### src/include/tankGame_macros.svh
`ifndef TANKGAME_MACROS_SVH
`define TANKGAME_MACROS_SVH

//////////////////////////////////////////////////////////////////////
// Raster and colour widths
//////////////////////////////////////////////////////////////////////

// Bits of a pixel coordinate
`define COORD_WIDTH 10
// Bits per colour channel
`define COLOUR_WIDTH 4
// Bits of a tile code
`define CODE_WIDTH 4

//////////////////////////////////////////////////////////////////////
// Screen and tile geometry
//////////////////////////////////////////////////////////////////////

// Tiles are 32 pixels square
`define TILE_SHIFT 5
`define MAP_COLS 20
`define MAP_ROWS 15
// Tile index widths for 20 columns and 15 rows
`define COL_WIDTH 5
`define ROW_WIDTH 4
// Last visible column and row
`define SCREEN_WIDTH 640
`define SCREEN_HEIGHT 480

//////////////////////////////////////////////////////////////////////
// Tank and score
//////////////////////////////////////////////////////////////////////

// Box spans position to position plus this, inclusive
`define TANK_WIDTH 25
`define TANK_START 5
`define COIN_WIDTH 8

`endif
### src/design/pixelDecode.sv
`timescale 1ns/10ps
`include "tankGame_macros.svh"

// Decode stage of the pixel pipe
module pixelDecode
(
	input  logic                      Master_Clock_In,
	input  logic                      arstN,
	input  logic                      displayEnable,
	input  logic [`COORD_WIDTH-1:0]   pixelX,
	input  logic [`COORD_WIDTH-1:0]   pixelY,
	output logic [`COORD_WIDTH-1:0]   pixelXReg,
	output logic [`COORD_WIDTH-1:0]   pixelYReg,
	output logic [`COL_WIDTH-1:0]     pixelCol,
	output logic [`ROW_WIDTH-1:0]     pixelRow,
	output logic                      blank,
	output logic                      onScreen,
	output logic                      frameStrobe
);

	logic frameEvent;

	// Last visible pixel of the frame while display is on
	assign frameEvent = displayEnable
		&& (pixelX == `COORD_WIDTH'(`SCREEN_WIDTH))
		&& (pixelY == `COORD_WIDTH'(`SCREEN_HEIGHT));

	// Raster position, one cycle late
	always_ff @(posedge Master_Clock_In)
	begin
		pixelXReg <= pixelX;
		pixelYReg <= pixelY;
	end

	// Flags and frame strobe
	always_ff @(posedge Master_Clock_In or negedge arstN)
	begin
		if (!arstN)
		begin
			blank       <= 1'b1;
			onScreen    <= 1'b0;
			frameStrobe <= 1'b0;
		end
		else
		begin
			blank       <= !displayEnable;
			onScreen    <= (pixelX <= `COORD_WIDTH'(`SCREEN_WIDTH))
				&& (pixelY <= `COORD_WIDTH'(`SCREEN_HEIGHT));
			// High for a single cycle per frame
			frameStrobe <= frameEvent;
		end
	end

	// Tile under the pixel, folded into the map size
	assign pixelCol = `COL_WIDTH'((pixelXReg >> `TILE_SHIFT) % `MAP_COLS);
	assign pixelRow = `ROW_WIDTH'((pixelYReg >> `TILE_SHIFT) % `MAP_ROWS);

endmodule

### config.mk
export PLATFORM = sky130hd
export DESIGN_NAME = pixelDecode
export DESIGN_NICKNAME = d
export VERILOG_FILES = /design/src/design/pixelDecode.sv
export VERILOG_INCLUDE_DIRS = /design/src /design/src/include
export SDC_FILE = /design/constraint.sdc
export NUM_CORES = 1
export LEC_CHECK = 0
export BUFFER_PORTS_ARGS = -buffer_cell sky130_fd_sc_hd__buf_2
export CAP_MARGIN = 20
export CORE_UTILIZATION = 44
export CTS_CLUSTER_DIAMETER = 80
export DETAILED_ROUTE_END_ITERATION = 8
export PLACE_DENSITY = 0.81
export SYNTH_ARGS = -nofsm -noshare
export SYNTH_HDL_FRONTEND = slang
export SYNTH_SLANG_ARGS = --single-unit
### constraint.sdc
create_clock -name Master_Clock_In -period 3.4 [get_ports Master_Clock_In]
set_clock_uncertainty 0.2 [all_clocks]
set_input_delay 0.34 -clock Master_Clock_In [delete_from_list [all_inputs] [get_ports Master_Clock_In]]
set_output_delay 0.34 -clock Master_Clock_In [all_outputs]
set_load 0.01 [all_outputs]
Yosys cells after proc, flatten, opt, wreduce, memory -nomap -nowiden --
Index checks and enable logic that the tools add are counted.
Storage, ports and cells: bits in registers 23, input bits 23, output and inout port bits 32, logic and storage cells 15
Operators by class: div/mod/pow operators 2, $lt $le $gt $ge 2, eq/ne operators 2, reductions and logical operators 4
Operator list (count):
- 5-bit by 4-bit remainder unit with 32-bit output, second input constant | 1
- 5-bit by 5-bit remainder unit with 32-bit output, second input constant | 1
- 10-bit == test, second input constant | 1
- 10-bit by 9-bit == test with 1-bit output, second input constant | 1
- 10-bit <= comparator, second input constant | 1
- 10-bit by 9-bit <= comparator with 1-bit output, second input constant | 1
- 1-bit logical AND | 3
- 1-bit zero test | 1

Longest topological paths before layout --
depth in word-level cells 3, mapped depth 8, depth with buffers taken out 8

Worst setup path before layout --
Ideal clock, no wire load.
kind register to output, from reg pixelYReg[6], to out pixelRow[1], arrival 1785 ps, data required time 2860 ps, setup slack 1075 ps, cell stages (with the launch flop) 8, path buffers 0, cell sequence dfxtp_1 ha_1 and3_2 o22a_1 ha_1 nand4b_1 nand2_1 mux2_4
On the way: word-level cells in the longest chain between the ends 1
Ends and longest elaborated chain:
- start, declared | RTL line pixelDecode.sv:13 | output logic [`COORD_WIDTH-1:0] pixelYReg,
- start signal, assigned | RTL line pixelDecode.sv:32 | pixelYReg <= pixelY;
- 5-bit by 4-bit remainder unit with 32-bit output (no source line)
- end, declared | RTL line pixelDecode.sv:15 | output logic [`ROW_WIDTH-1:0] pixelRow,
No other way between the ends.

Final worst setup path --
from reg pixelYReg[7], to out pixelRow[1]
Same word-level chain as after synthesis.

==> results.py <==
metrics = {
    "global_routing": {
        "grt_max_degree": 14,
        "antenna_found_initial": 0,
        "grt_first_pass_wirelength_um": 3330,
        "grt_pass1_vias": 807,
        "grt_usage_pct": 21.4,
        "grt-ovfl-total": 0,
    },
    "setup_path": {
        "cp.arrival_ps": 2400,
        "crit_path_top_delay_cell": "dfxtp_1",
        "path_max_fanout": 10,
        "crit_family": "flip-flops",
        "critPathCaptureType": "output pin",
        "cp-start-kind": "flop",
        "cp_common_cell": "ha_1",
        "path_cells": "ha_1 -> and3_2 -> o22a_1 -> ha_1 -> nand4b_1 -> nand2_1 -> mux2_4 -> buf_2",
        "required_ps": 2860,
        "crit_buf_inv": 1,
        "path_class": "reg2out",
        "max_stage_delay_ps": 510,
    },
    "job": {
        "drv_cap": 0,
    },
    "sta": {
        "max_freq_mhz": 340,
        "finalMaxSlewViolations": 0,
        "finalHoldViolations": 0,
        "fin_crit_ps": 2940,
        "report.final.setup_viol": 0,
        "tns_ps": 0,
        "rsz0062_at_grt": "no",
        "tightest_slew_ps": 351,
        "period_share_pct": 86.4,
        "slew-limit-headroom_pct": 76.5,
    },
    "clocking": {
        "cts_hold_buf": 22,
        "cts_tree": "done",
        "clockBufferDepth": 2,
        "cts-resized-gates": 0,
        "clk_pin_slew_ps": 120,
        "postCtsSetupRepairBufs": 0,
        "cts_made_buffers": 3,
        "root_buffer": "clkbuf_4",
        "htree_levels": 1,
        "cts.sinks": 23,
    },
    "synthesis": {
        "synth_flop_cell": "dfxtp_1",
        "synthDistinctLibCells": 34,
        "synth_edf_count": 0,
        "synth_area_leaders": "dfxtp_1 (44%), ha_1 (8.3%), dfrtp_1 (5.5%)",
        "synth_top_area_cell": "dfxtp_1",
        "synthDominantCellAreaShare_pct": 44.0,
        "yosysWarnings": 0,
        "syn_nets": 115,
        "ys_seq_area_share_pct": 52.4,
        "synth_cells": 86,
        "syn_area_um2": 910,
        "synth-seq-cells": 23,
        "avgSynthCellArea_um2": 10.6,
        "async_reset_ff_share_pct": 13.0,
    },
    "power": {
        "powerDensity_nw_per_um2": 369,
        "p_leak_uw": 0.000707,
        "vdd_drop_max_mv": 0.348,
        "power.total_uw": 530,
    },
    "layout": {
        "nNetsFinal": 192,
        "mostFrequentLayoutCell": "buf_2",
        "area_growth_pct": 57.9,
        "layout_common_cells": "buf_2 (54), dlygate4sd3_1 (22), dfxtp_1 (20)",
        "drive_gt1_share_pct": 39.5,
        "n_antenna_cell": 0,
        "fin_util_pct": 73.2,
    },
    "detailed_routing": {
        "drc": 0,
        "wl_per_cell_um": 13.1,
        "initialDrtViolationCount": 32,
        "routed_wl_um": 2470,
        "ant_nets": 0,
        "vias": 935,
        "vias_per_cell": 4.95,
        "first_pass_iters": 5,
    },
    "die": {
        "dieHeight_um": 47.5,
        "ios": 55,
        "initial_core_util_pct": 46.4,
        "dieArea_um2": 2250,
        "core_um2": 1960,
        "fp-row-count": 16,
        "die_w_um": 47.5,
    },
    "placement": {
        "place_congestion": 0.903,
        "port_buffers": 54,
        "dp_hpwl_um": 1570,
    },
    "run_status": {
        "status": "finished clean",
    },
    "min_path": {
        "hold_path.class": "in2async",
    },
}
## worst paths after layout
path	from	slack [ps]	endpoint	cells past startpoint
hold / removal	arstN	150	frameStrobe	2
min in group Master_Clock_In	pixelY[2]	470	pixelYReg[2]	2
max in group asynchronous	arstN	2650	blank	2
setup / recovery	pixelYReg[7]	460	pixelRow[1]	8
## final cells by class
cell class              count  area [um^2]
inverters                   8         30.0
multi-input cells          51          378
clock inverters             1         5.00
repair buffers             76          490
fillers                   146          526
clock buffers               3         22.5
well taps                  27         33.8
flip-flops and latches     23          477
## Yosys cell counts (all sizes together), types with 2 or more instances
cell type  instances
and3               2
nand3              8
inv                8
nand2              6
xnor2              2
o22a               2
nor3               3
o211ai             2
nor2               3
dfxtp             20
ha                 6
a21oi              2
buf                4
dfrtp              2
## power by group
group / total (uW) / leakage (uW) / switching (uW) / internal [uW]
clock network: 122 / 0.0000177 / 77.9 / 43.9
logic: 111 / 0.000483 / 50.5 / 60.9
registers: 296 / 0.000206 / 12.0 / 285
total: 530 / 0.000707 / 140 / 389
## per-stage QoR
stage | instances | cell area [um^2] | setup WS, ps | hold slack, ps
after floorplan | 86 | 910 | 1070 | -156
after global placement | 163 | 1190 | 906 | -61.3
after detailed placement | 163 | 1190 | 833 | -58.4
after CTS | 189 | 1440 | 478 | 149
after global routing | 189 | 1440 | 285 | 135
final | 189 | 1440 | 463 | 151
## state kept, by name, indices dropped and copies added (netlist names)
register     flops
pixelYReg       10
frameStrobe      1
blank            1
pixelXReg       10
onScreen         1
## per-layer routing
metal	global-route usage (%)	part of all wire (%)	vias to the layer above
met1	22.5	37	441
met2	43.3	58	38
met5	0	0	-
met4	1.71	0.32	0
li1	-	-	454
met3	5.66	3.9	2
## cells by family (layout without fill, tap and decap cells)
family                   after synthesis  count (layout)  share of synthesized area [%]
AND/OR/NAND/NOR                       28              28                           17.2
flip-flops                            23              23                           52.4
AO/OA/AOI/OAI                         13              13                           11.6
buffers and inverters                 12              88                           6.05
adder cells (fa/ha/maj)                6               6                           8.25
XOR/XNOR                               3               3                           2.89
multiplexers                           1               1                           1.65
Note: power is estimated with default switching activity, not from simulation.
