## src/include/tankGame_macros.svh

```systemverilog
`ifndef TANKGAME_MACROS_SVH
`define TANKGAME_MACROS_SVH

//////////////////////////////////////////////////////////////////////
// Raster and colour widths
//////////////////////////////////////////////////////////////////////

// Bits of a pixel coordinate
`define COORD_WIDTH 10
// Bits per colour channel
`define COLOUR_WIDTH 4
// Bits of a tile code
`define CODE_WIDTH 4

//////////////////////////////////////////////////////////////////////
// Screen and tile geometry
//////////////////////////////////////////////////////////////////////

// Tiles are 32 pixels square
`define TILE_SHIFT 5
`define MAP_COLS 20
`define MAP_ROWS 15
// Tile index widths for 20 columns and 15 rows
`define COL_WIDTH 5
`define ROW_WIDTH 4
// Last visible column and row
`define SCREEN_WIDTH 640
`define SCREEN_HEIGHT 480

//////////////////////////////////////////////////////////////////////
// Tank and score
//////////////////////////////////////////////////////////////////////

// Box spans position to position plus this, inclusive
`define TANK_WIDTH 25
`define TANK_START 5
`define COIN_WIDTH 8

`endif
```

## src/design/tankGamePkg.sv

```systemverilog
`include "tankGame_macros.svh"

package tankGamePkg;

	// Tile codes held in the map
	// Codes 4 to 7 all count as hazard
	typedef enum logic [`CODE_WIDTH-1:0]
	{
		tileFloor    = 4'd0,
		tileHardWall = 4'd1,
		tileWall     = 4'd2,
		tileCoin     = 4'd3,
		tileHazard   = 4'd4
	} tileCodeT;

	// 4 bits each of red, green, blue
	typedef struct packed
	{
		logic [`COLOUR_WIDTH-1:0] red;
		logic [`COLOUR_WIDTH-1:0] green;
		logic [`COLOUR_WIDTH-1:0] blue;
	} colourT;

	// One map row, column 0 in the leftmost nibble
	typedef logic [0:`MAP_COLS-1][`CODE_WIDTH-1:0] mapRowT;

	//////////////////////////////////////////////////////////////////////
	// Reset layout
	//////////////////////////////////////////////////////////////////////

	// Floor border, walls and coins inside
	localparam mapRowT mapInit [`MAP_ROWS] = '{
		80'h0000_0000_0000_0000_0000,
		80'h0232_3223_2332_3223_2320,
		80'h0332_3333_2332_3333_2330,
		80'h0222_2223_2332_3222_2220,
		80'h0332_3333_2332_3333_2330,
		80'h0232_3223_2222_3223_2330,
		80'h0333_3333_3333_3333_3330,
		80'h0222_2232_2222_2322_2220,
		80'h0333_3333_3333_3333_3330,
		80'h0232_3223_2222_3223_2320,
		80'h0332_3333_2332_3333_2330,
		80'h0222_2223_2332_3222_2220,
		80'h0332_3333_2332_3333_2330,
		80'h0232_3223_2332_3223_2320,
		80'h0000_0000_0000_0000_0000
	};

	// Fixed colours
	localparam colourT tankColour      = 12'h2A2;
	localparam colourT offScreenColour = 12'h222;
	localparam colourT blankColour     = 12'h000;

	// Flat colour per tile code
	function automatic colourT tileColour(input tileCodeT code);
		colourT result;
		case (code)
			tileFloor:    result = 12'hEEE;
			tileHardWall: result = 12'h964;
			tileWall:     result = 12'hA52;
			tileCoin:     result = 12'hFD0;
			tileHazard, 4'd5, 4'd6, 4'd7:
				result = 12'hF44;
			// Unknown codes show grey
			default:      result = 12'h888;
		endcase
		return result;
	endfunction

endpackage

```

## src/design/tankMotion.sv

```systemverilog
`timescale 1ns/10ps
`include "tankGame_macros.svh"

// Execute stage, owns the tank and the score
module tankMotion
(
	input  logic                      Master_Clock_In,
	input  logic                      arstN,
	input  logic                      frameStrobe,
	input  logic                      up,
	input  logic                      down,
	input  logic                      left,
	input  logic                      right,
	input  tankGamePkg::tileCodeT     cornerCode [4],
	output logic [`COL_WIDTH-1:0]     cornerCol [4],
	output logic [`ROW_WIDTH-1:0]     cornerRow [4],
	output logic                      clearEnable,
	output logic [`COL_WIDTH-1:0]     clearCol,
	output logic [`ROW_WIDTH-1:0]     clearRow,
	output logic [`COORD_WIDTH-1:0]   tankX,
	output logic [`COORD_WIDTH-1:0]   tankY,
	output logic [`COIN_WIDTH-1:0]    coinCount
);

	// Wrap targets and trigger points per axis
	localparam logic [`COORD_WIDTH-1:0] WrapToX = `COORD_WIDTH'(`SCREEN_WIDTH - `TANK_WIDTH - 1);
	localparam logic [`COORD_WIDTH-1:0] EdgeX   = `COORD_WIDTH'(`SCREEN_WIDTH - `TANK_WIDTH);
	localparam logic [`COORD_WIDTH-1:0] WrapToY = `COORD_WIDTH'(`SCREEN_HEIGHT - `TANK_WIDTH - 1);
	localparam logic [`COORD_WIDTH-1:0] EdgeY   = `COORD_WIDTH'(`SCREEN_HEIGHT - `TANK_WIDTH);
	localparam logic [`COORD_WIDTH-1:0] Step    = `COORD_WIDTH'(1);

	logic [`COORD_WIDTH-1:0] wrapX;
	logic [`COORD_WIDTH-1:0] wrapY;
	logic [`COORD_WIDTH-1:0] rightX;
	logic [`COORD_WIDTH-1:0] bottomY;
	logic [`COORD_WIDTH-1:0] nextX;
	logic [`COORD_WIDTH-1:0] nextY;
	logic [`COIN_WIDTH-1:0]  nextCoin;
	logic [3:0]              isWall;
	logic [3:0]              isCoin;
	logic                    coinHit;

	//////////////////////////////////////////////////////////////////////
	// Wrap and corner lookup
	//////////////////////////////////////////////////////////////////////

	// Left or top edge jumps to the far side, far edge jumps back to 1
	always_comb
	begin
		if (tankX == '0)
			wrapX = WrapToX;
		else if (tankX == EdgeX)
			wrapX = Step;
		else
			wrapX = tankX;
		if (tankY == '0)
			wrapY = WrapToY;
		else if (tankY == EdgeY)
			wrapY = Step;
		else
			wrapY = tankY;
	end

	// Far corners of the inclusive box
	assign rightX  = wrapX + `COORD_WIDTH'(`TANK_WIDTH);
	assign bottomY = wrapY + `COORD_WIDTH'(`TANK_WIDTH);

	// Corner tiles from the wrapped position
	always_comb
	begin
		cornerCol[0] = `COL_WIDTH'((wrapX >> `TILE_SHIFT) % `MAP_COLS);
		cornerCol[1] = `COL_WIDTH'((rightX >> `TILE_SHIFT) % `MAP_COLS);
		cornerCol[2] = cornerCol[0];
		cornerCol[3] = cornerCol[1];
		cornerRow[0] = `ROW_WIDTH'((wrapY >> `TILE_SHIFT) % `MAP_ROWS);
		cornerRow[1] = cornerRow[0];
		cornerRow[2] = `ROW_WIDTH'((bottomY >> `TILE_SHIFT) % `MAP_ROWS);
		cornerRow[3] = cornerRow[2];
	end

	// Classify what each corner sits on
	always_comb
	begin
		for (int i = 0; i < 4; i++)
		begin
			isWall[i] = (cornerCode[i] == tankGamePkg::tileHardWall)
				|| (cornerCode[i] == tankGamePkg::tileWall);
			isCoin[i] = (cornerCode[i] == tankGamePkg::tileCoin);
		end
	end

	//////////////////////////////////////////////////////////////////////
	// Move decision
	//////////////////////////////////////////////////////////////////////

	always_comb
	begin
		nextX    = wrapX;
		nextY    = wrapY;
		nextCoin = coinCount;
		coinHit  = 1'b0;
		clearCol = cornerCol[0];
		clearRow = cornerRow[0];
		// Whole edges first
		if (isWall[2] && isWall[3])
			nextY = wrapY - Step;
		else if (isWall[0] && isWall[2])
			nextX = wrapX + Step;
		else if (isWall[0] && isWall[1])
			nextY = wrapY + Step;
		else if (isWall[1] && isWall[3])
			nextX = wrapX - Step;
		// Single corners push diagonally away
		else if (isWall[0])
		begin
			nextX = wrapX + Step;
			nextY = wrapY + Step;
		end
		else if (isWall[1])
		begin
			nextX = wrapX - Step;
			nextY = wrapY + Step;
		end
		else if (isWall[2])
		begin
			nextX = wrapX + Step;
			nextY = wrapY - Step;
		end
		else if (isWall[3])
		begin
			nextX = wrapX - Step;
			nextY = wrapY - Step;
		end
		// Collect one coin per frame
		else if (|isCoin)
		begin
			coinHit  = 1'b1;
			nextCoin = coinCount + `COIN_WIDTH'(1);
			// Lowest corner number wins
			for (int i = 3; i >= 0; i--)
			begin
				if (isCoin[i])
				begin
					clearCol = cornerCol[i];
					clearRow = cornerRow[i];
				end
			end
		end
		// Buttons last, first pressed wins
		else if (up)
			nextY = wrapY - Step;
		else if (right)
			nextX = wrapX + Step;
		else if (down)
			nextY = wrapY + Step;
		else if (left)
			nextX = wrapX - Step;
	end

	// Map clear lands on the same edge as the move
	assign clearEnable = frameStrobe && coinHit;

	// Tank state advances once per frame
	always_ff @(posedge Master_Clock_In or negedge arstN)
	begin
		if (!arstN)
		begin
			tankX     <= `COORD_WIDTH'(`TANK_START);
			tankY     <= `COORD_WIDTH'(`TANK_START);
			coinCount <= '0;
		end
		else if (frameStrobe)
		begin
			tankX     <= nextX;
			tankY     <= nextY;
			coinCount <= nextCoin;
		end
	end

endmodule

```

## config.mk

```make
export PLATFORM = sky130hd
export DESIGN_NAME = tankMotion
export DESIGN_NICKNAME = d
export VERILOG_FILES = /design/src/design/tankGamePkg.sv /design/src/design/tankMotion.sv
export VERILOG_INCLUDE_DIRS = /design/src /design/src/include
export SDC_FILE = /design/constraint.sdc
export NUM_CORES = 1
export LEC_CHECK = 0
export BUFFER_PORTS_ARGS = -buffer_cell sky130_fd_sc_hd__buf_2
export CAP_MARGIN = 5
export CORE_MARGIN = 8
export CORE_UTILIZATION = 26
export DETAILED_ROUTE_END_ITERATION = 7
export PLACE_DENSITY = 0.54
export SLEW_MARGIN = 40
export SYNTH_ARGS = -nofsm -noshare
export SYNTH_HDL_FRONTEND = slang
export SYNTH_SLANG_ARGS = --single-unit
```

## constraint.sdc

```tcl
create_clock -name Master_Clock_In -period 4.6 [get_ports Master_Clock_In]
set_input_delay 0.69 -clock Master_Clock_In [delete_from_list [all_inputs] [get_ports Master_Clock_In]]
set_output_delay 0.69 -clock Master_Clock_In [all_outputs]
set_load 0.005 [all_outputs]
```

# After elaboration in Yosys (flattened, before gate mapping)
# Index checks and enable logic that the tools add are counted.
[word_totals]
romBits = 0
mem_bits_rw = 0
reg_bits = 28
latch_bits = 0
n_memories = 0
elab_cells = 113
[classes]
reduce_logical = 13
n_mux = 64
n_lt_le_gt_ge = 0
bitwise = 8
n_shift = 0
div_mod_pow = 4
mul = 0
addsub = 7
eq_ne = 14
[ops]
columns = ["op", "count"]
rows = [
  ["$mux W10", 29],
  ["$mux W5", 13],
  ["$mod A5 B4 Y32 const B", 2],
  ["$mod A5 B5 Y32 const B", 2],
  ["$mux W4", 13],
  ["$eq A4 B2 Y1 const B", 8],
  ["$add A10 B1 Y10 const B", 2],
  ["$add A10 B5 Y10 const B", 2],
  ["$logic_not A10 Y1", 2],
  ["$sub A10 B1 Y10 const B", 2],
  ["$eq A4 B1 Y1 const B", 4],
  ["$eq A10 B10 Y1 const B", 1],
  ["$eq A10 B9 Y1 const B", 1],
  ["$reduce_and A10 Y1", 1],
  ["$mux W1", 9],
  ["$add A8 B1 Y8 const B", 1],
  ["$not A1 Y1", 8],
  ["$logic_and A1 B1 Y1", 5],
  ["$logic_or A1 B1 Y1", 4],
  ["$reduce_or A4 Y1", 1],
]

# Longest topological paths before layout
[logic_depth]
ltp_word = 18
mapped_depth = 22

# Least setup slack after synthesis
# Ideal clock, no wire load.
[synth_path]
kind = "reg2out"
from = "register tankY[3]"
to = "output port cornerRow[4] in the netlist's numbering"
stages_incl_launch_ff = 23
t_arrival_ps = 4335
required_ps = 3910
slack_ps = -425
cell_sequence = "dfrtp_1 > clkbuf_1 > nor4_2 > nand3_1 > a21oi_1 > inv_1 > ha_1 > clkbuf_1 > a211o_1 > nand2_1 > mux2i_1 > inv_1 > ha_1 > inv_1 > a211oi_1 > nor2_1 > nor2_1 > ha_1 > inv_1 > a2111o_1 > and3_4 > nor2_1 > buf_4"
[synth_rtl]
columns = ["item", "line_no", "source"]
rows = [
  ["from (decl)", "tankMotion.sv:21", "output logic [`COORD_WIDTH-1:0] tankY,"],
  ["from (signal assigned)", "tankMotion.sv:169", "tankY <= `COORD_WIDTH'(`TANK_START);"],
  ["from (signal assigned)", "tankMotion.sv:175", "tankY <= nextY;"],
  ["to (decl)", "tankMotion.sv:16", "output logic [`ROW_WIDTH-1:0] cornerRow [4],"],
]

# Worst setup path in the final report
[layout_path]
from = "register tankY[3]"
to = "output port clearRow[0]"
[layout_between]
elab_chain_len = 18
[layout_rtl]
columns = ["item", "line_no", "source"]
rows = [
  ["$eq A10 B9 Y1", "tankMotion.sv:58", "else if (tankY == EdgeY)"],
  ["$mux W10", "tankMotion.sv:58", ""],
  ["$mux W10 *", "tankMotion.sv:56", "if (tankY == '0)"],
  ["$add A10 B5 Y10", "tankMotion.sv:66", "assign bottomY = wrapY + `COORD_WIDTH'(`TANK_WIDTH);"],
  ["$mod A5 B4 Y32 (no source line)", "-", ""],
  ["$mux W4 (4 in a row)", "tankMotion.sv:142", "if (isCoin[i])"],
  ["$mux W4", "tankMotion.sv:135", "else if (|isCoin)"],
  ["$mux W4", "tankMotion.sv:129", "else if (isWall[3])"],
  ["$mux W4", "tankMotion.sv:124", "else if (isWall[2])"],
  ["$mux W4", "tankMotion.sv:119", "else if (isWall[1])"],
  ["$mux W4", "tankMotion.sv:114", "else if (isWall[0])"],
  ["$mux W4", "tankMotion.sv:111", "else if (isWall[1] && isWall[3])"],
  ["$mux W4", "tankMotion.sv:109", "else if (isWall[0] && isWall[1])"],
  ["$mux W4", "tankMotion.sv:107", "else if (isWall[0] && isWall[2])"],
  ["$mux W4 *", "tankMotion.sv:105", "if (isWall[2] && isWall[3])"],
  ["to (decl)", "tankMotion.sv:19", "output logic [`ROW_WIDTH-1:0] clearRow,"],
]
# Every way passes the cells marked *; elsewhere a longest branch is shown, timed or not.

==> impl_metrics.env <==
export IMPL_status="complete, but fails checks"
export IMPL_violations="setup timing"
export IMPL_power_uw=3190
export IMPL_fin_crit_sh_pct=103
export IMPL_root_buffer="clkbuf_16"
export IMPL_drt_iter0_markers=556
export IMPL_die_area_um2=23700
export IMPL_die_h_um=154
export IMPL_cp_top_family="simple AND/OR/NAND/NOR gates"
export IMPL_slew_violations=0
export IMPL_layout_drive_gt1_share_pct=35.0
export IMPL_rows=50
export IMPL_dp_cells=1010
export IMPL_clock_skew_ps=11.8
export IMPL_tightestPinTransition_ps=851
export IMPL_yosys_warnings=0
export IMPL_grt_overflow=0
export IMPL_crit_path_end="clearRow[0]"
export IMPL_r2r_start="tankX[4]"
export IMPL_core_area_um2=18700
export IMPL_cp_max_fo=5
export IMPL_drt_pass1_iterations=5
export IMPL_clock_sinks=28
export IMPL_syn_nets=729
export IMPL_grt_start_max_net_pins=29
export IMPL_relSlewSlack_pct=43.1
export IMPL_synthCells=692
export IMPL_timing_final_crit_period_ps=4760
export IMPL_grt_pass1_wl_um=31300
export IMPL_final_setup_tns_ps=-720
export IMPL_drc=0
export IMPL_cap_violations=0
export IMPL_via_per_inst=5.76
export IMPL_reg2reg_depth=10
export IMPL_cts_buffers=3
export IMPL_synth_edff_count=0
export IMPL_rsz0062_at_grt="true"
export IMPL_path_class="reg2out"
export IMPL_hold_buffers=0
export IMPL_cp_cell_sequence="or4_4 -> nor3_4 -> a21oi_2 -> inv_2 -> ha_4 -> a211o_1 -> nand2_2 -> mux2i_4 -> inv_2 -> ha_4 -> a31o_4 -> and3_4 -> nor2_4 -> ha_4 -> inv_2 -> a2111o_1 -> buf_4 -> a21oi_4 -> o31ai_2 -> buf_2"
export IMPL_clock_fmax_ghz=0.210
export IMPL_clkTransAtPathRegs_ps=80
export IMPL_slowest_delay_ps=570
export IMPL_ys_flop_type="dfrtp_1"
export IMPL_rrSetupSlack_ps=1460
export IMPL_start_kind="flip-flop"
export IMPL_worstHoldPathType="in2async"
export IMPL_slowest_stage="or4_4"
export IMPL_groute_usage_overall_pct=15.8
export IMPL_dp_hpwl_um=15100
export IMPL_async_flop_share_pct=100
export IMPL_fin_util_pct=34.2
export IMPL_hold_viol_final=0
export IMPL_avgSynthCellArea_um2=7.17
export IMPL_dr_total_vias=5983
export IMPL_wire_per_inst_um=19.1
export IMPL_fin_ws_ps=-158
export IMPL_stdcell_count=1039
export IMPL_reg2reg_to="tankX[8]"
export IMPL_cp_end_kind="output port"
export IMPL_drt_wl_total_um=19900
export IMPL_power_leakage_uw=0.00262
export IMPL_cts_tree="yes"
export IMPL_startpoint="tankY[3]"
export IMPL_grt_pass1_vias=5673
export IMPL_htree_levels=1
export IMPL_critPathBufInv=5
export IMPL_holdWs_ps=344
export IMPL_n_fill_cell=1989
export IMPL_start_util_pct=26.5
export IMPL_nets=843
export IMPL_fp_dieW_um=154
export IMPL_finalSetupViolations=6
export IMPL_ios=97
export IMPL_ir_drop_uv=171
export IMPL_diodes=0
export IMPL_crit_required_ps=3910
export IMPL_synth_area_um2=4960
export IMPL_clock_latency_ps=280
export IMPL_p_per_area_nw_per_um2=498
export IMPL_ys_types=96
export IMPL_place_congestion=0.923
export IMPL_worst_path_stages=20
export IMPL_syn2layout_area_growth_pct=29.2
export IMPL_seq_area_frac_synth_pct=14.2
export IMPL_antenna_found_initial=0
export IMPL_cp_arrival_ps=4070
export IMPL_clockBufferDepth=2
export IMPL_synth_seq_cells=28
export IMPL_io_buffers=96
export IMPL_ant_nets=0
Yosys cell counts, types with 4 or more instances:
cell type / count / area share (%)
a311oi_1: 4 / 0.71
dfstp_2: 4 / 2.1
o21ai_1: 5 / 0.50
o2111ai_1: 6 / 1.1
inv_1: 27 / 2.0
a21o_1: 5 / 0.76
ha_1: 14 / 3.5
mux2i_1: 4 / 0.81
nor2b_1: 4 / 0.50
dfrtp_1: 24 / 12
o211a_1: 5 / 1.0
nand4_1: 9 / 1.1
a211oi_1: 14 / 2.1
nor2_1: 45 / 3.4
o21ai_0: 47 / 4.7
buf_4: 19 / 2.9
xor2_1: 6 / 1.1
o31ai_1: 7 / 1.1
buf_2: 4 / 0.40
nand3_1: 24 / 2.4
nand2_1: 61 / 4.6
and3_1: 13 / 1.6
or2_2: 12 / 1.5
a221oi_1: 4 / 0.71
o22ai_1: 12 / 1.5
a21oi_1: 66 / 6.7
and4_1: 4 / 0.71
nand2b_1: 9 / 1.1
xnor2_1: 28 / 4.9
o21a_1: 7 / 1.1
nor3_1: 22 / 2.2
clkbuf_1: 43 / 3.3
a31oi_1: 15 / 1.9
nor4_1: 9 / 1.1
o211ai_1: 10 / 1.5
buf_6: 4 / 0.91
per-layer routing:
metal  track usage [%]  routed length (um)  vias to the layer above
met2              25.3                9220                      275
met3              2.72                1440                       26
met5                 0                   0                        -
met1              21.8                8900                     2842
met4              3.55                 336                        0
li1                  -                   -                     2840
how the worst min path moves through the flow:
stage / from / endpoint / slack, ps / cells past startpoint
floorplan: arstN / coinCount[0] / 390 / 0
global placement: coinCount[7] / coinCount[7] / 460 / 1
detailed placement: coinCount[7] / coinCount[7] / 460 / 1
CTS: coinCount[7] / coinCount[7] / 470 / 1
global route: arstN / tankX[6] / 380 / 1
finish: arstN / tankX[6] / 340 / 1
power by group:
part / switching [uW] / internal [uW] / leakage, uW
registers: 104 / 338 / 0.000334
clock network: 98.1 / 134 / 0.0000442
logic: 1400 / 1110 / 0.00225
total: 1600 / 1580 / 0.00262
placed cells by master (no fill, tap or decap), types with 6 or more instances in the layout:
cell       count
buf_2         95
buf_4         80
a21oi_1       60
nand2_1       59
o21ai_0       46
nor2_1        39
xnor2_1       26
dfrtp_1       24
nand3_1       23
inv_1         22
nor3_1        19
a31oi_1       15
and3_1        12
or2_2         12
o22ai_1       11
o211ai_1      10
nand4_1        9
a211oi_1       9
nand2b_1       9
nor4_1         8
ha_1           8
inv_2          6
a211oi_2       6
o21a_1         6
o2111ai_1      6
xor2_1         6
cell families after synthesis:
logic type / synth area share (%)
adder cells (fa/ha/maj): 3.53
multiplexers: 1.49
XOR/XNOR: 7.22
AO/OA/AOI/OAI: 37.3
buffers and inverters: 9.56
AND/OR/NAND/NOR: 26.6
flip-flops: 14.2
state kept, by name (all words and copies together) (netlist names):
register / cells
coinCount: 8
tankX: 10
tankY: 10
through the flow:
step / instance area [um^2] / setup WS [ps]
global route: 6400 / -393
CTS: 6110 / -171
detailed placement: 5890 / -37.9
finish: 6400 / -158
global placement: 5890 / 44.4
floorplan: 5060 / -82.2
timing repair:
| item | CTS | global route |
|---|---|---|
| setup buffers | 12 | 14 |
| gates resized for setup | 11 | 39 |
| pin swaps | 18 | 30 |
| cloned | 0 | 0 |
| endpoints found under the setup margin | 9 | 19 |
area by class of cell:
| type | count | area, um^2 | area share [%] |
|---|---|---|---|
| sequential | 28 | 706 | 11.0 |
| inverter | 28 | 105 | 1.64 |
| tap | 234 | 293 | 4.57 |
| clock buffer | 4 | 88.8 | 1.39 |
| multi-input combinational | 566 | 4090 | 63.9 |
| timing repair buffer | 179 | 1120 | 17.5 |
(Power assumes the default switching activity.)
