## src/include/tankGame_macros.svh

```systemverilog
`ifndef TANKGAME_MACROS_SVH
`define TANKGAME_MACROS_SVH

//////////////////////////////////////////////////////////////////////
// Raster and colour widths
//////////////////////////////////////////////////////////////////////

// Bits of a pixel coordinate
`define COORD_WIDTH 10
// Bits per colour channel
`define COLOUR_WIDTH 4
// Bits of a tile code
`define CODE_WIDTH 4

//////////////////////////////////////////////////////////////////////
// Screen and tile geometry
//////////////////////////////////////////////////////////////////////

// Tiles are 32 pixels square
`define TILE_SHIFT 5
`define MAP_COLS 20
`define MAP_ROWS 15
// Tile index widths for 20 columns and 15 rows
`define COL_WIDTH 5
`define ROW_WIDTH 4
// Last visible column and row
`define SCREEN_WIDTH 640
`define SCREEN_HEIGHT 480

//////////////////////////////////////////////////////////////////////
// Tank and score
//////////////////////////////////////////////////////////////////////

// Box spans position to position plus this, inclusive
`define TANK_WIDTH 25
`define TANK_START 5
`define COIN_WIDTH 8

`endif
```

## src/design/tankGamePkg.sv

```systemverilog
`include "tankGame_macros.svh"

package tankGamePkg;

	// Tile codes held in the map
	// Codes 4 to 7 all count as hazard
	typedef enum logic [`CODE_WIDTH-1:0]
	{
		tileFloor    = 4'd0,
		tileHardWall = 4'd1,
		tileWall     = 4'd2,
		tileCoin     = 4'd3,
		tileHazard   = 4'd4
	} tileCodeT;

	// 4 bits each of red, green, blue
	typedef struct packed
	{
		logic [`COLOUR_WIDTH-1:0] red;
		logic [`COLOUR_WIDTH-1:0] green;
		logic [`COLOUR_WIDTH-1:0] blue;
	} colourT;

	// One map row, column 0 in the leftmost nibble
	typedef logic [0:`MAP_COLS-1][`CODE_WIDTH-1:0] mapRowT;

	//////////////////////////////////////////////////////////////////////
	// Reset layout
	//////////////////////////////////////////////////////////////////////

	// Floor border, walls and coins inside
	localparam mapRowT mapInit [`MAP_ROWS] = '{
		80'h0000_0000_0000_0000_0000,
		80'h0232_3223_2332_3223_2320,
		80'h0332_3333_2332_3333_2330,
		80'h0222_2223_2332_3222_2220,
		80'h0332_3333_2332_3333_2330,
		80'h0232_3223_2222_3223_2330,
		80'h0333_3333_3333_3333_3330,
		80'h0222_2232_2222_2322_2220,
		80'h0333_3333_3333_3333_3330,
		80'h0232_3223_2222_3223_2320,
		80'h0332_3333_2332_3333_2330,
		80'h0222_2223_2332_3222_2220,
		80'h0332_3333_2332_3333_2330,
		80'h0232_3223_2332_3223_2320,
		80'h0000_0000_0000_0000_0000
	};

	// Fixed colours
	localparam colourT tankColour      = 12'h2A2;
	localparam colourT offScreenColour = 12'h222;
	localparam colourT blankColour     = 12'h000;

	// Flat colour per tile code
	function automatic colourT tileColour(input tileCodeT code);
		colourT result;
		case (code)
			tileFloor:    result = 12'hEEE;
			tileHardWall: result = 12'h964;
			tileWall:     result = 12'hA52;
			tileCoin:     result = 12'hFD0;
			tileHazard, 4'd5, 4'd6, 4'd7:
				result = 12'hF44;
			// Unknown codes show grey
			default:      result = 12'h888;
		endcase
		return result;
	endfunction

endpackage

```

## src/design/pixelColour.sv

```systemverilog
`timescale 1ns/10ps
`include "tankGame_macros.svh"

// Result stage, forms the output colour
module pixelColour
(
	input  logic                       Master_Clock_In,
	input  logic                       arstN,
	input  logic [`COORD_WIDTH-1:0]    pixelXReg,
	input  logic [`COORD_WIDTH-1:0]    pixelYReg,
	input  logic                       blank,
	input  logic                       onScreen,
	input  tankGamePkg::tileCodeT      pixelCode,
	input  logic [`COORD_WIDTH-1:0]    tankX,
	input  logic [`COORD_WIDTH-1:0]    tankY,
	output logic [`COLOUR_WIDTH-1:0]   red,
	output logic [`COLOUR_WIDTH-1:0]   green,
	output logic [`COLOUR_WIDTH-1:0]   blue
);

	logic                inTank;
	tankGamePkg::colourT nextColour;

	// Inclusive tank box, sums kept wide so nothing wraps
	assign inTank = (pixelXReg >= tankX)
		&& (pixelXReg <= tankX + `TANK_WIDTH)
		&& (pixelYReg >= tankY)
		&& (pixelYReg <= tankY + `TANK_WIDTH);

	//////////////////////////////////////////////////////////////////////
	// Colour priority
	//////////////////////////////////////////////////////////////////////

	always_comb
	begin
		// Blanking beats everything
		if (blank)
			nextColour = tankGamePkg::blankColour;
		else if (!onScreen)
			nextColour = tankGamePkg::offScreenColour;
		// Tank drawn over the map
		else if (inTank)
			nextColour = tankGamePkg::tankColour;
		else
			nextColour = tankGamePkg::tileColour(pixelCode);
	end

	// Output register, second pipe stage
	always_ff @(posedge Master_Clock_In or negedge arstN)
	begin
		if (!arstN)
		begin
			red   <= '0;
			green <= '0;
			blue  <= '0;
		end
		else
		begin
			red   <= nextColour.red;
			green <= nextColour.green;
			blue  <= nextColour.blue;
		end
	end

endmodule

```

## config.mk

```make
export PLATFORM = sky130hd
export DESIGN_NAME = pixelColour
export DESIGN_NICKNAME = d
export VERILOG_FILES = /design/src/design/tankGamePkg.sv /design/src/design/pixelColour.sv
export VERILOG_INCLUDE_DIRS = /design/src /design/src/include
export SDC_FILE = /design/constraint.sdc
export NUM_CORES = 1
export LEC_CHECK = 0
export BUFFER_PORTS_ARGS = -buffer_cell sky130_fd_sc_hd__buf_2
export CORE_ASPECT_RATIO = 0.6
export CORE_MARGIN = 5
export CORE_UTILIZATION = 51
export CTS_CLUSTER_DIAMETER = 50
export DETAILED_ROUTE_END_ITERATION = 16
export GPL_TIMING_DRIVEN = 1
export PLACE_DENSITY = 0.93
export RECOVER_POWER = 100
export SYNTH_ARGS = -nofsm -noshare
export SYNTH_HDL_FRONTEND = slang
export SYNTH_SLANG_ARGS = --single-unit
```

## constraint.sdc

```tcl
create_clock -name Master_Clock_In -period 0.8 [get_ports Master_Clock_In]
set_input_delay 0.04 -clock Master_Clock_In [delete_from_list [all_inputs] [get_ports Master_Clock_In]]
set_output_delay 0.04 -clock Master_Clock_In [all_outputs]
set_load 0.01 [all_outputs]
```

After elaboration in Yosys (flattened, before gate mapping)
Memory sizes are Yosys's and may differ from the RTL's. Cells that the tools add are included.

Add/subtract/negate cells: 2. $lt $le $gt $ge: 4. Muxes and demuxes: 4. Reduce and logical (&&, ||, !) cells: 3.

Operator list (number): 12-bit 2-to-1 mux (4); 10-bit by 5-bit adder with 11-bit output (second input constant) (2); 10-bit by 11-bit less-or-equal comparator with 1-bit output (2); 10-bit >= comparator (2); 1-bit logical AND (3).

Register bits: 12. Memory bits (read-only): 72. Output and inout bits: 12. Word-level logic and storage cells: 17. Memories: 1.

Memories: (no name shown) (depth 8, bits a word 9, rd ports 1, clocked after memory_dff 0, wr ports 0, line tankGamePkg.sv:58) `case (code)`.

Longest topological paths before layout
Gate-level depths: netlist (run 1).

Word-level depth: 8. Gate-level depth with buffers: 13. Gate-level depth less buffers: 12.

Worst setup path after synthesis (run 1)
No wires, ideal clock.

Path kind: input-to-reg. Start point: input tankY[0]. End point: register blue[2]. Setup time: 145 ps. Arrival time: 2325 ps. Required time: 655 ps. Path slack: -1670 ps. Cell stages on the path: 13. Path buffers: 1. Cells stage by stage: ha_1 -> nand2_1 -> a21oi_1 -> nand3_1 -> xnor2_1 -> ha_1 -> a211o_1 -> a21oi_1 -> o21ai_0 -> o221a_2 -> a2111oi_4 -> buf_6 -> a2111oi_2.

RTL lines: start, declared (line pixelColour.sv:15) `` input logic [`COORD_WIDTH-1:0] tankY, ``; end signal, assigned (line pixelColour.sv:61) `blue <= nextColour.blue;`; end, declared (line pixelColour.sv:18) `` output logic [`COLOUR_WIDTH-1:0] blue ``.

==> impl_summary.log, run 1 <==
[metrics] die height: 54.96 microns
[metrics] average wire per standard cell: 20.27 microns
[metrics] Min-Delay Path Depth: 2
[metrics] effective utilization at floorplan: 0.5297
[metrics] Hold Path Sink: green[3]
[metrics] Hold Violations, Final: 0
[metrics] achievable clock frequency: 0.4053 GHz
[metrics] total nets after synthesis: 292
[metrics] CTS Root Cell: sky130_fd_sc_hd__clkbuf_8
[metrics] area fraction in and, or, nand and nor cells after synthesis: 0.1238
[metrics] number of distinct library cells after synthesis: 40
[metrics] Critical Path RT: 980 ps
[metrics] count of buffer and inverter cells on the critical path: 4
[metrics] area of combinational cells with multiple inputs: 1509 sq um
[metrics] vias: 2186
[metrics] Sw Ratio: 0.3987
[metrics] startpoint of the tightest hold check path: onScreen
[metrics] Crit Path Class: primary input to register
[metrics] GRT Overall Usage: 0.2542
[metrics] area of the die: 4667 sq um
[metrics] largest voltage drop on the vdd net: 0.7691 mV
[metrics] number of antenna diodes: 0
[metrics] smallest setup slack after layout: -1667 ps
[metrics] detail-routed via count per cell: 5.956
[metrics] placed wire-length estimate after detailed placement: 4704 microns
[metrics] violated checks: setup timing
[metrics] most common cell after layout, fill and taps aside: sky130_fd_sc_hd__buf_4
[metrics] Layout Cells excl Fill: 367
[metrics] placed instance count: 358
[metrics] largest net degree at the start of global routing: 12
[metrics] fraction of the core area covered by cells at the end of the flow: 0.8719
[metrics] top cells by area in the synthesized netlist: sky130_fd_sc_hd__ha_1, sky130_fd_sc_hd__dfrtp_1, sky130_fd_sc_hd__xnor2_1, sky130_fd_sc_hd__inv_1, sky130_fd_sc_hd__a21oi_1
[metrics] number of nets in the layout: 415
[metrics] Clock Pin Slew Worst Setup and Hold Paths: 70 ps
[metrics] clock network fraction of design power: 0.224
[metrics] clock tree from TritonCTS: built
[metrics] sequential fraction of the synthesis area: 0.1602
[metrics] Power, Total: 0.002929 W
[metrics] cell area after technology mapping: 1718 sq um
[metrics] Worst path slowest cell: sky130_fd_sc_hd__a2111oi_4
[metrics] Port Buffers: 58
[metrics] count of endpoints failing setup in the final report: 18
[metrics] RSZ-0062 raised after global routing: yes
[metrics] worst hold slack across all endpoints: 68.05 ps
[metrics] number of H-tree levels: 1
[metrics] global-route wire length before repair: 9094 microns
[metrics] arithmetic-cell share of the synthesized area counting full adders, half adders and majority gates: 0.3205
[metrics] ratio of final minimum period to clock period: 3.084
[metrics] proportion of power drawn by flip-flops and latches: 0.205
[metrics] Tightest Hold Check Type: primary input to register
[metrics] combinational fraction of design power: 0.571
[metrics] startpoint types: primary input
[metrics] proportion of synthesized area in mux cells: 0
[metrics] critical path peak fanout: 9
[metrics] number of max-slew violations in the final report: 0
[metrics] number of ports placed on the die boundary: 60
[metrics] number of inserted filler cells in the final layout: 159
[metrics] cell type with the largest total area after synthesis: sky130_fd_sc_hd__ha_1
[metrics] Leak: 1.491 nW
[metrics] final antenna-violating net count: 0
[metrics] Cells after Synth: 200
[metrics] total number of yosys warnings: 0
[metrics] delay-heaviest family, CP: compound AO/OA/AOI/OAI gates
[metrics] XOR/XNOR share of the synthesized area: 0.07138
[metrics] leading cell types in the layout, fill and taps excluded: sky130_fd_sc_hd__buf_4, sky130_fd_sc_hd__buf_2, sky130_fd_sc_hd__ha_1, sky130_fd_sc_hd__inv_1, sky130_fd_sc_hd__nand2_1
[metrics] Total Wirelength: 7438 microns
[metrics] area fraction in compound gates after synthesis: 0.2411
[metrics] Min Clock Period, post-route: 2467 ps
[metrics] number of DRC violations after detailed-routing iteration 0: 159
[metrics] number of DRC violations after detailed routing: 0
[metrics] die extent in x: 84.93 microns
[metrics] area growth from synthesis to final layout: 64.60%
[metrics] clock sink count: 11
[metrics] delay of the slowest critical-path stage: 410 ps
[metrics] CP endpoint kind: register
[metrics] FF+latch count, synth: 11
[metrics] average cell area after synthesis: 8.589 sq um
[metrics] Arr. time, crit path: 2650 ps
[metrics] number of buffers added by the clock tree synthesis step: 3
[metrics] DR pass1 iterations: 6
[metrics] run status: finished with violations
[metrics] pwr dens: 1036 nW/um^2
[metrics] crit path cell chain: buf_8 -> ha_4 -> nand2_4 -> buf_6 -> a21oi_2 -> a21oi_2 -> ha_1 -> nand4_1 -> buf_4 -> nor3_2 -> a221oi_2 -> a21boi_4 -> a2111oi_4 -> buf_6 -> o31a_1
[metrics] gr ovfl total: 0
[metrics] layout cells sized above 1: 0.4876
[metrics] vias in the first global route: 1950
[metrics] num rows: 16
[metrics] Sw Pwr: 0.001168 W
[metrics] MaxCap Viol Count: 0
[metrics] number of buffers on the longest clock path: 2
[metrics] combinational family with the most area after synthesis: adder cells
[metrics] internal power: 0.001761 W
[metrics] sequential cell area: 275.3 sq um
[metrics] initial antenna violation count: 0
[metrics] final RePlAce weighted congestion: 0.9031
[metrics] Floorplan Core Area: 3243 sq um
[metrics] top-area cell type share of the netlist area: 0.3205
-- timing repair --
| action | 4_1_cts | 5_1_grt |
|---|---|---|
| pin swaps | 14 | 8 |
| gates cloned | 0 | 0 |
| hold buffers | 1 | 0 |
| setup buffers | 1 | 3 |
| gates resized for setup | 20 | 21 |
| hold endpoints to repair | 11 | 0 |
| endpoints found under the setup margin | 13 | 16 |
-- worst max path at each step --
stage	from	to	slack, ps	depth (start not counted)
after global placement	tankX[2]	green[3]	-1670	12
after global routing	tankX[1]	green[1]	-1730	15
after floorplan	tankX[0]	blue[2]	-1430	12
after detailed placement	tankX[0]	green[3]	-1790	14
after CTS	tankY[0]	green[1]	-1440	14
final	tankX[1]	green[1]	-1670	15
-- kinds of logic after synthesis --
group	after synthesis
flops	11
other cells	1
fa+ha+maj	44
simple gates	42
compound gates	54
buf+inv	34
xor+xnor	14
-- Yosys cell counts (all sizes together) --
cell type,count
conb,1
a211o,2
o21a,5
a221oi,1
a211oi,1
nand2,14
dfrtp,11
or3,1
o221a,1
buf,3
and4,1
ha,44
a31oi,1
a2111oi,7
nand3b,1
nor2,5
nor4,1
inv,31
o22ai,1
xnor2,14
o211ai,2
o21ai,5
nor2b,2
nand3,5
o31a,3
nand4,5
a21o,2
a21boi,2
o311a,1
a21oi,19
nor3,7
o2111ai,1
-- per-layer routing --
metal	wire length [microns]	track usage
met2	3441	0.4701
met3	665	0.02959
met1	2970	0.3324
met4	361	0.04474
met5	0	0
-- final cells by class --
type	instances	share of cell area
clock buffer	4	0.01593
inverter	31	0.04115
multi-input combinational	155	0.5336
tap	45	0.01991
timing repair buffer	121	0.2920
sequential	11	0.09735
-- per-stage QoR --
stage	TNS, ps	area, sq um	setup WS (ps)
CTS	-15080	2693	-1445
global route	-18310	2828	-1725
detailed placement	-19310	2545	-1794
floorplan	-15530	1785	-1429
finish	-17600	2828	-1667
global placement	-17840	2545	-1666
-- registers in the layout (all words and copies together) (netlist names) --
register,flops
blue,3
green,4
red,4
-- power by group through the flow --
stage	logic (W)	registers (W)	clock network [W]
after floorplan	0.000702	0.000620	0
after global placement	0.00126	0.000601	0
after detailed placement	0.00135	0.000603	0
after CTS	0.00143	0.000597	0.000619
after global routing	0.00178	0.000601	0.000672
final	0.00167	0.000600	0.000657
Power figures use the tool's default switching activity.
==> run 2, diff against run 1 <==
--- a/config.mk
+++ b/config.mk
@@ -13,7 +13,7 @@
 export CTS_CLUSTER_DIAMETER = 50
 export DETAILED_ROUTE_END_ITERATION = 16
 export GPL_TIMING_DRIVEN = 1
-export PLACE_DENSITY = 0.93
+export PLACE_DENSITY = 0.89
 export RECOVER_POWER = 100
 export SYNTH_ARGS = -nofsm -noshare
 export SYNTH_HDL_FRONTEND = slang
==> impl_summary.log, run 2 (same netlist as run 1, synthesis figures left out) <==
[metrics] CP endpoint kind: register
[metrics] count of endpoints failing setup in the final report: 11
[metrics] largest net degree at the start of global routing: 12
[metrics] startpoint types: primary input
[metrics] Port Buffers: 58
[metrics] number of nets in the layout: 417
[metrics] number of H-tree levels: 1
[metrics] Hold Violations, Final: 0
[metrics] number of buffers on the longest clock path: 2
[metrics] GRT Overall Usage: 0.2395
[metrics] Critical Path RT: 970 ps
[metrics] sequential cell area: 275.3 sq um
[metrics] die extent in x: 84.93 microns
[metrics] smallest setup slack after layout: -1634 ps
[metrics] Arr. time, crit path: 2600 ps
[metrics] num rows: 16
[metrics] final RePlAce weighted congestion: 0.8894
[metrics] Post-DP Area: 2560 sq um
[metrics] number of DRC violations after detailed routing: 0
[metrics] area of combinational cells with multiple inputs: 1445 sq um
[metrics] Min Clock Period, post-route: 2434 ps
[metrics] most common cell after layout, fill and taps aside: sky130_fd_sc_hd__buf_4
[metrics] Worst path slowest cell: sky130_fd_sc_hd__a2111oi_4
[metrics] delay-heaviest family, CP: compound AO/OA/AOI/OAI gates
[metrics] average wire per standard cell: 16.45 microns
[metrics] largest registers: green (4), red (4), blue (3)
[metrics] area of the die: 4667 sq um
[metrics] worst hold slack across all endpoints: 69.87 ps
[metrics] CTS Root Cell: sky130_fd_sc_hd__clkbuf_8
[metrics] effective utilization at floorplan: 0.5297
[metrics] Floorplan Core Area: 3243 sq um
[metrics] vias in the first global route: 2022
[metrics] pwr dens: 957.0 nW/um^2
[metrics] layout cells sized above 1: 0.4660
[metrics] clock tree from TritonCTS: built
[metrics] crit path cell chain: buf_2 -> nand3_1 -> a21oi_2 -> nand4_1 -> xnor2_1 -> ha_1 -> nand4_1 -> nor3_2 -> a221oi_1 -> a21boi_2 -> a2111oi_4 -> buf_6 -> o31a_1
[metrics] gr ovfl total: 0
[metrics] worst-case setup slack after placement: -1787 ps
[metrics] final antenna-violating net count: 0
[metrics] DR pass1 iterations: 4
[metrics] Tightest Hold Check Type: primary input to register
[metrics] die height: 54.96 microns
[metrics] MaxCap Viol Count: 0
[metrics] detail-routed via count per cell: 5.507
[metrics] number of antenna diodes: 0
[metrics] number of inserted filler cells in the final layout: 195
[metrics] achievable clock frequency: 0.4109 GHz
[metrics] clock sink count: 11
[metrics] most frequent cell on the critical path: sky130_fd_sc_hd__nand4_1
[metrics] vias: 2032
[metrics] final design area excluding fillers: 2763 sq um
[metrics] violated checks: setup timing
[metrics] count of buffer and inverter cells on the critical path: 2
[metrics] critical path peak fanout: 6
[metrics] number of buffers added by the clock tree synthesis step: 3
[metrics] number of DRC violations after detailed-routing iteration 0: 95
[metrics] leading cell types in the layout, fill and taps excluded: sky130_fd_sc_hd__buf_4, sky130_fd_sc_hd__buf_2, sky130_fd_sc_hd__ha_1, sky130_fd_sc_hd__inv_1, sky130_fd_sc_hd__a21oi_1
[metrics] global-route wire length before repair: 8763 microns
[metrics] largest voltage drop on the vdd net: 0.8404 mV
[metrics] number of ports placed on the die boundary: 60
[metrics] area growth from synthesis to final layout: 60.82%
[metrics] Crit Path Class: primary input to register
[metrics] RSZ-0062 raised after global routing: yes
[metrics] Leak: 1.482 nW
[metrics] run status: finished with violations
[metrics] Total Wirelength: 6070 microns
[metrics] Clock Pin Slew Worst Setup and Hold Paths: 50 ps
[metrics] delay of the slowest critical-path stage: 410 ps
[metrics] number of max-slew violations in the final report: 0
[metrics] placed wire-length estimate after detailed placement: 4670 microns
[metrics] ratio of final minimum period to clock period: 3.042
[metrics] initial antenna violation count: 0
## run 2: changes by cell type in the layout (fill, tap and decap cells not counted), sizes merged
cell,before,now
clkbuf,5,10
buf,119,116
## run 2: what timing repair did
action                                  4_1_cts  5_1_grt
buffers inserted                              1        2
pin swaps                                    14       19
gates resized for setup                      11       16
hold buffers                                  1        0
hold endpoints to repair                     11        0
endpoints found under the setup margin       11       12
gates cloned                                  1        0
## run 2: metrics by stage
| stage | instances | util | setup TNS, ps | power (W) |
|---|---|---|---|---|
| 3_3_place_gp | 360 | 0.7894 | -17990 | 0.001866 |
| 5_1_grt | 369 | 0.8519 | -18990 | 0.002827 |
| 3_5_place_dp | 360 | 0.7894 | -19230 | 0.001948 |
| 2_1_floorplan | 200 | - | -15530 | 0.001321 |
| 4_1_cts | 367 | 0.8241 | -16140 | 0.002543 |
| 6_report | 369 | 0.8519 | -17760 | 0.002644 |
## run 2: final cells by class
| type | instances | area share |
|---|---|---|
| multi-input cells | 155 | 0.5231 |
| well taps | 45 | 0.02038 |
| inverters | 31 | 0.04212 |
| flip-flops and latches | 11 | 0.09964 |
| repair buffers | 123 | 0.2985 |
| clock buffers | 4 | 0.01630 |
## run 2: path summary, 6_finish.rpt
kind	cells after the start	slack, ps	startpoint	to
max	13	-1630	tankX[2]	red[1]
min	2	70	onScreen	green[3]
max in group asynchronous	2	380	arstN	green[2]
min in group asynchronous	2	210	arstN	red[3]
## run 2: routing by layer
| metal | share of wire | vias to the layer above | global-route usage |
|---|---|---|---|
| li1 | - | 975 | - |
| met1 | 0.40 | 915 | 0.2883 |
| met2 | 0.47 | 101 | 0.4351 |
| met3 | 0.078 | 41 | 0.05473 |
| met4 | 0.049 | 0 | 0.08421 |
| met5 | 0 | - | 0 |
## run 2: power breakdown
part,internal (W),total (W),switching [W]
combinational,0.000759,0.00150,0.000741
sequential,0.000587,0.000595,0.00000801
clock,0.000349,0.000548,0.000199
total,0.00170,0.00264,0.000949
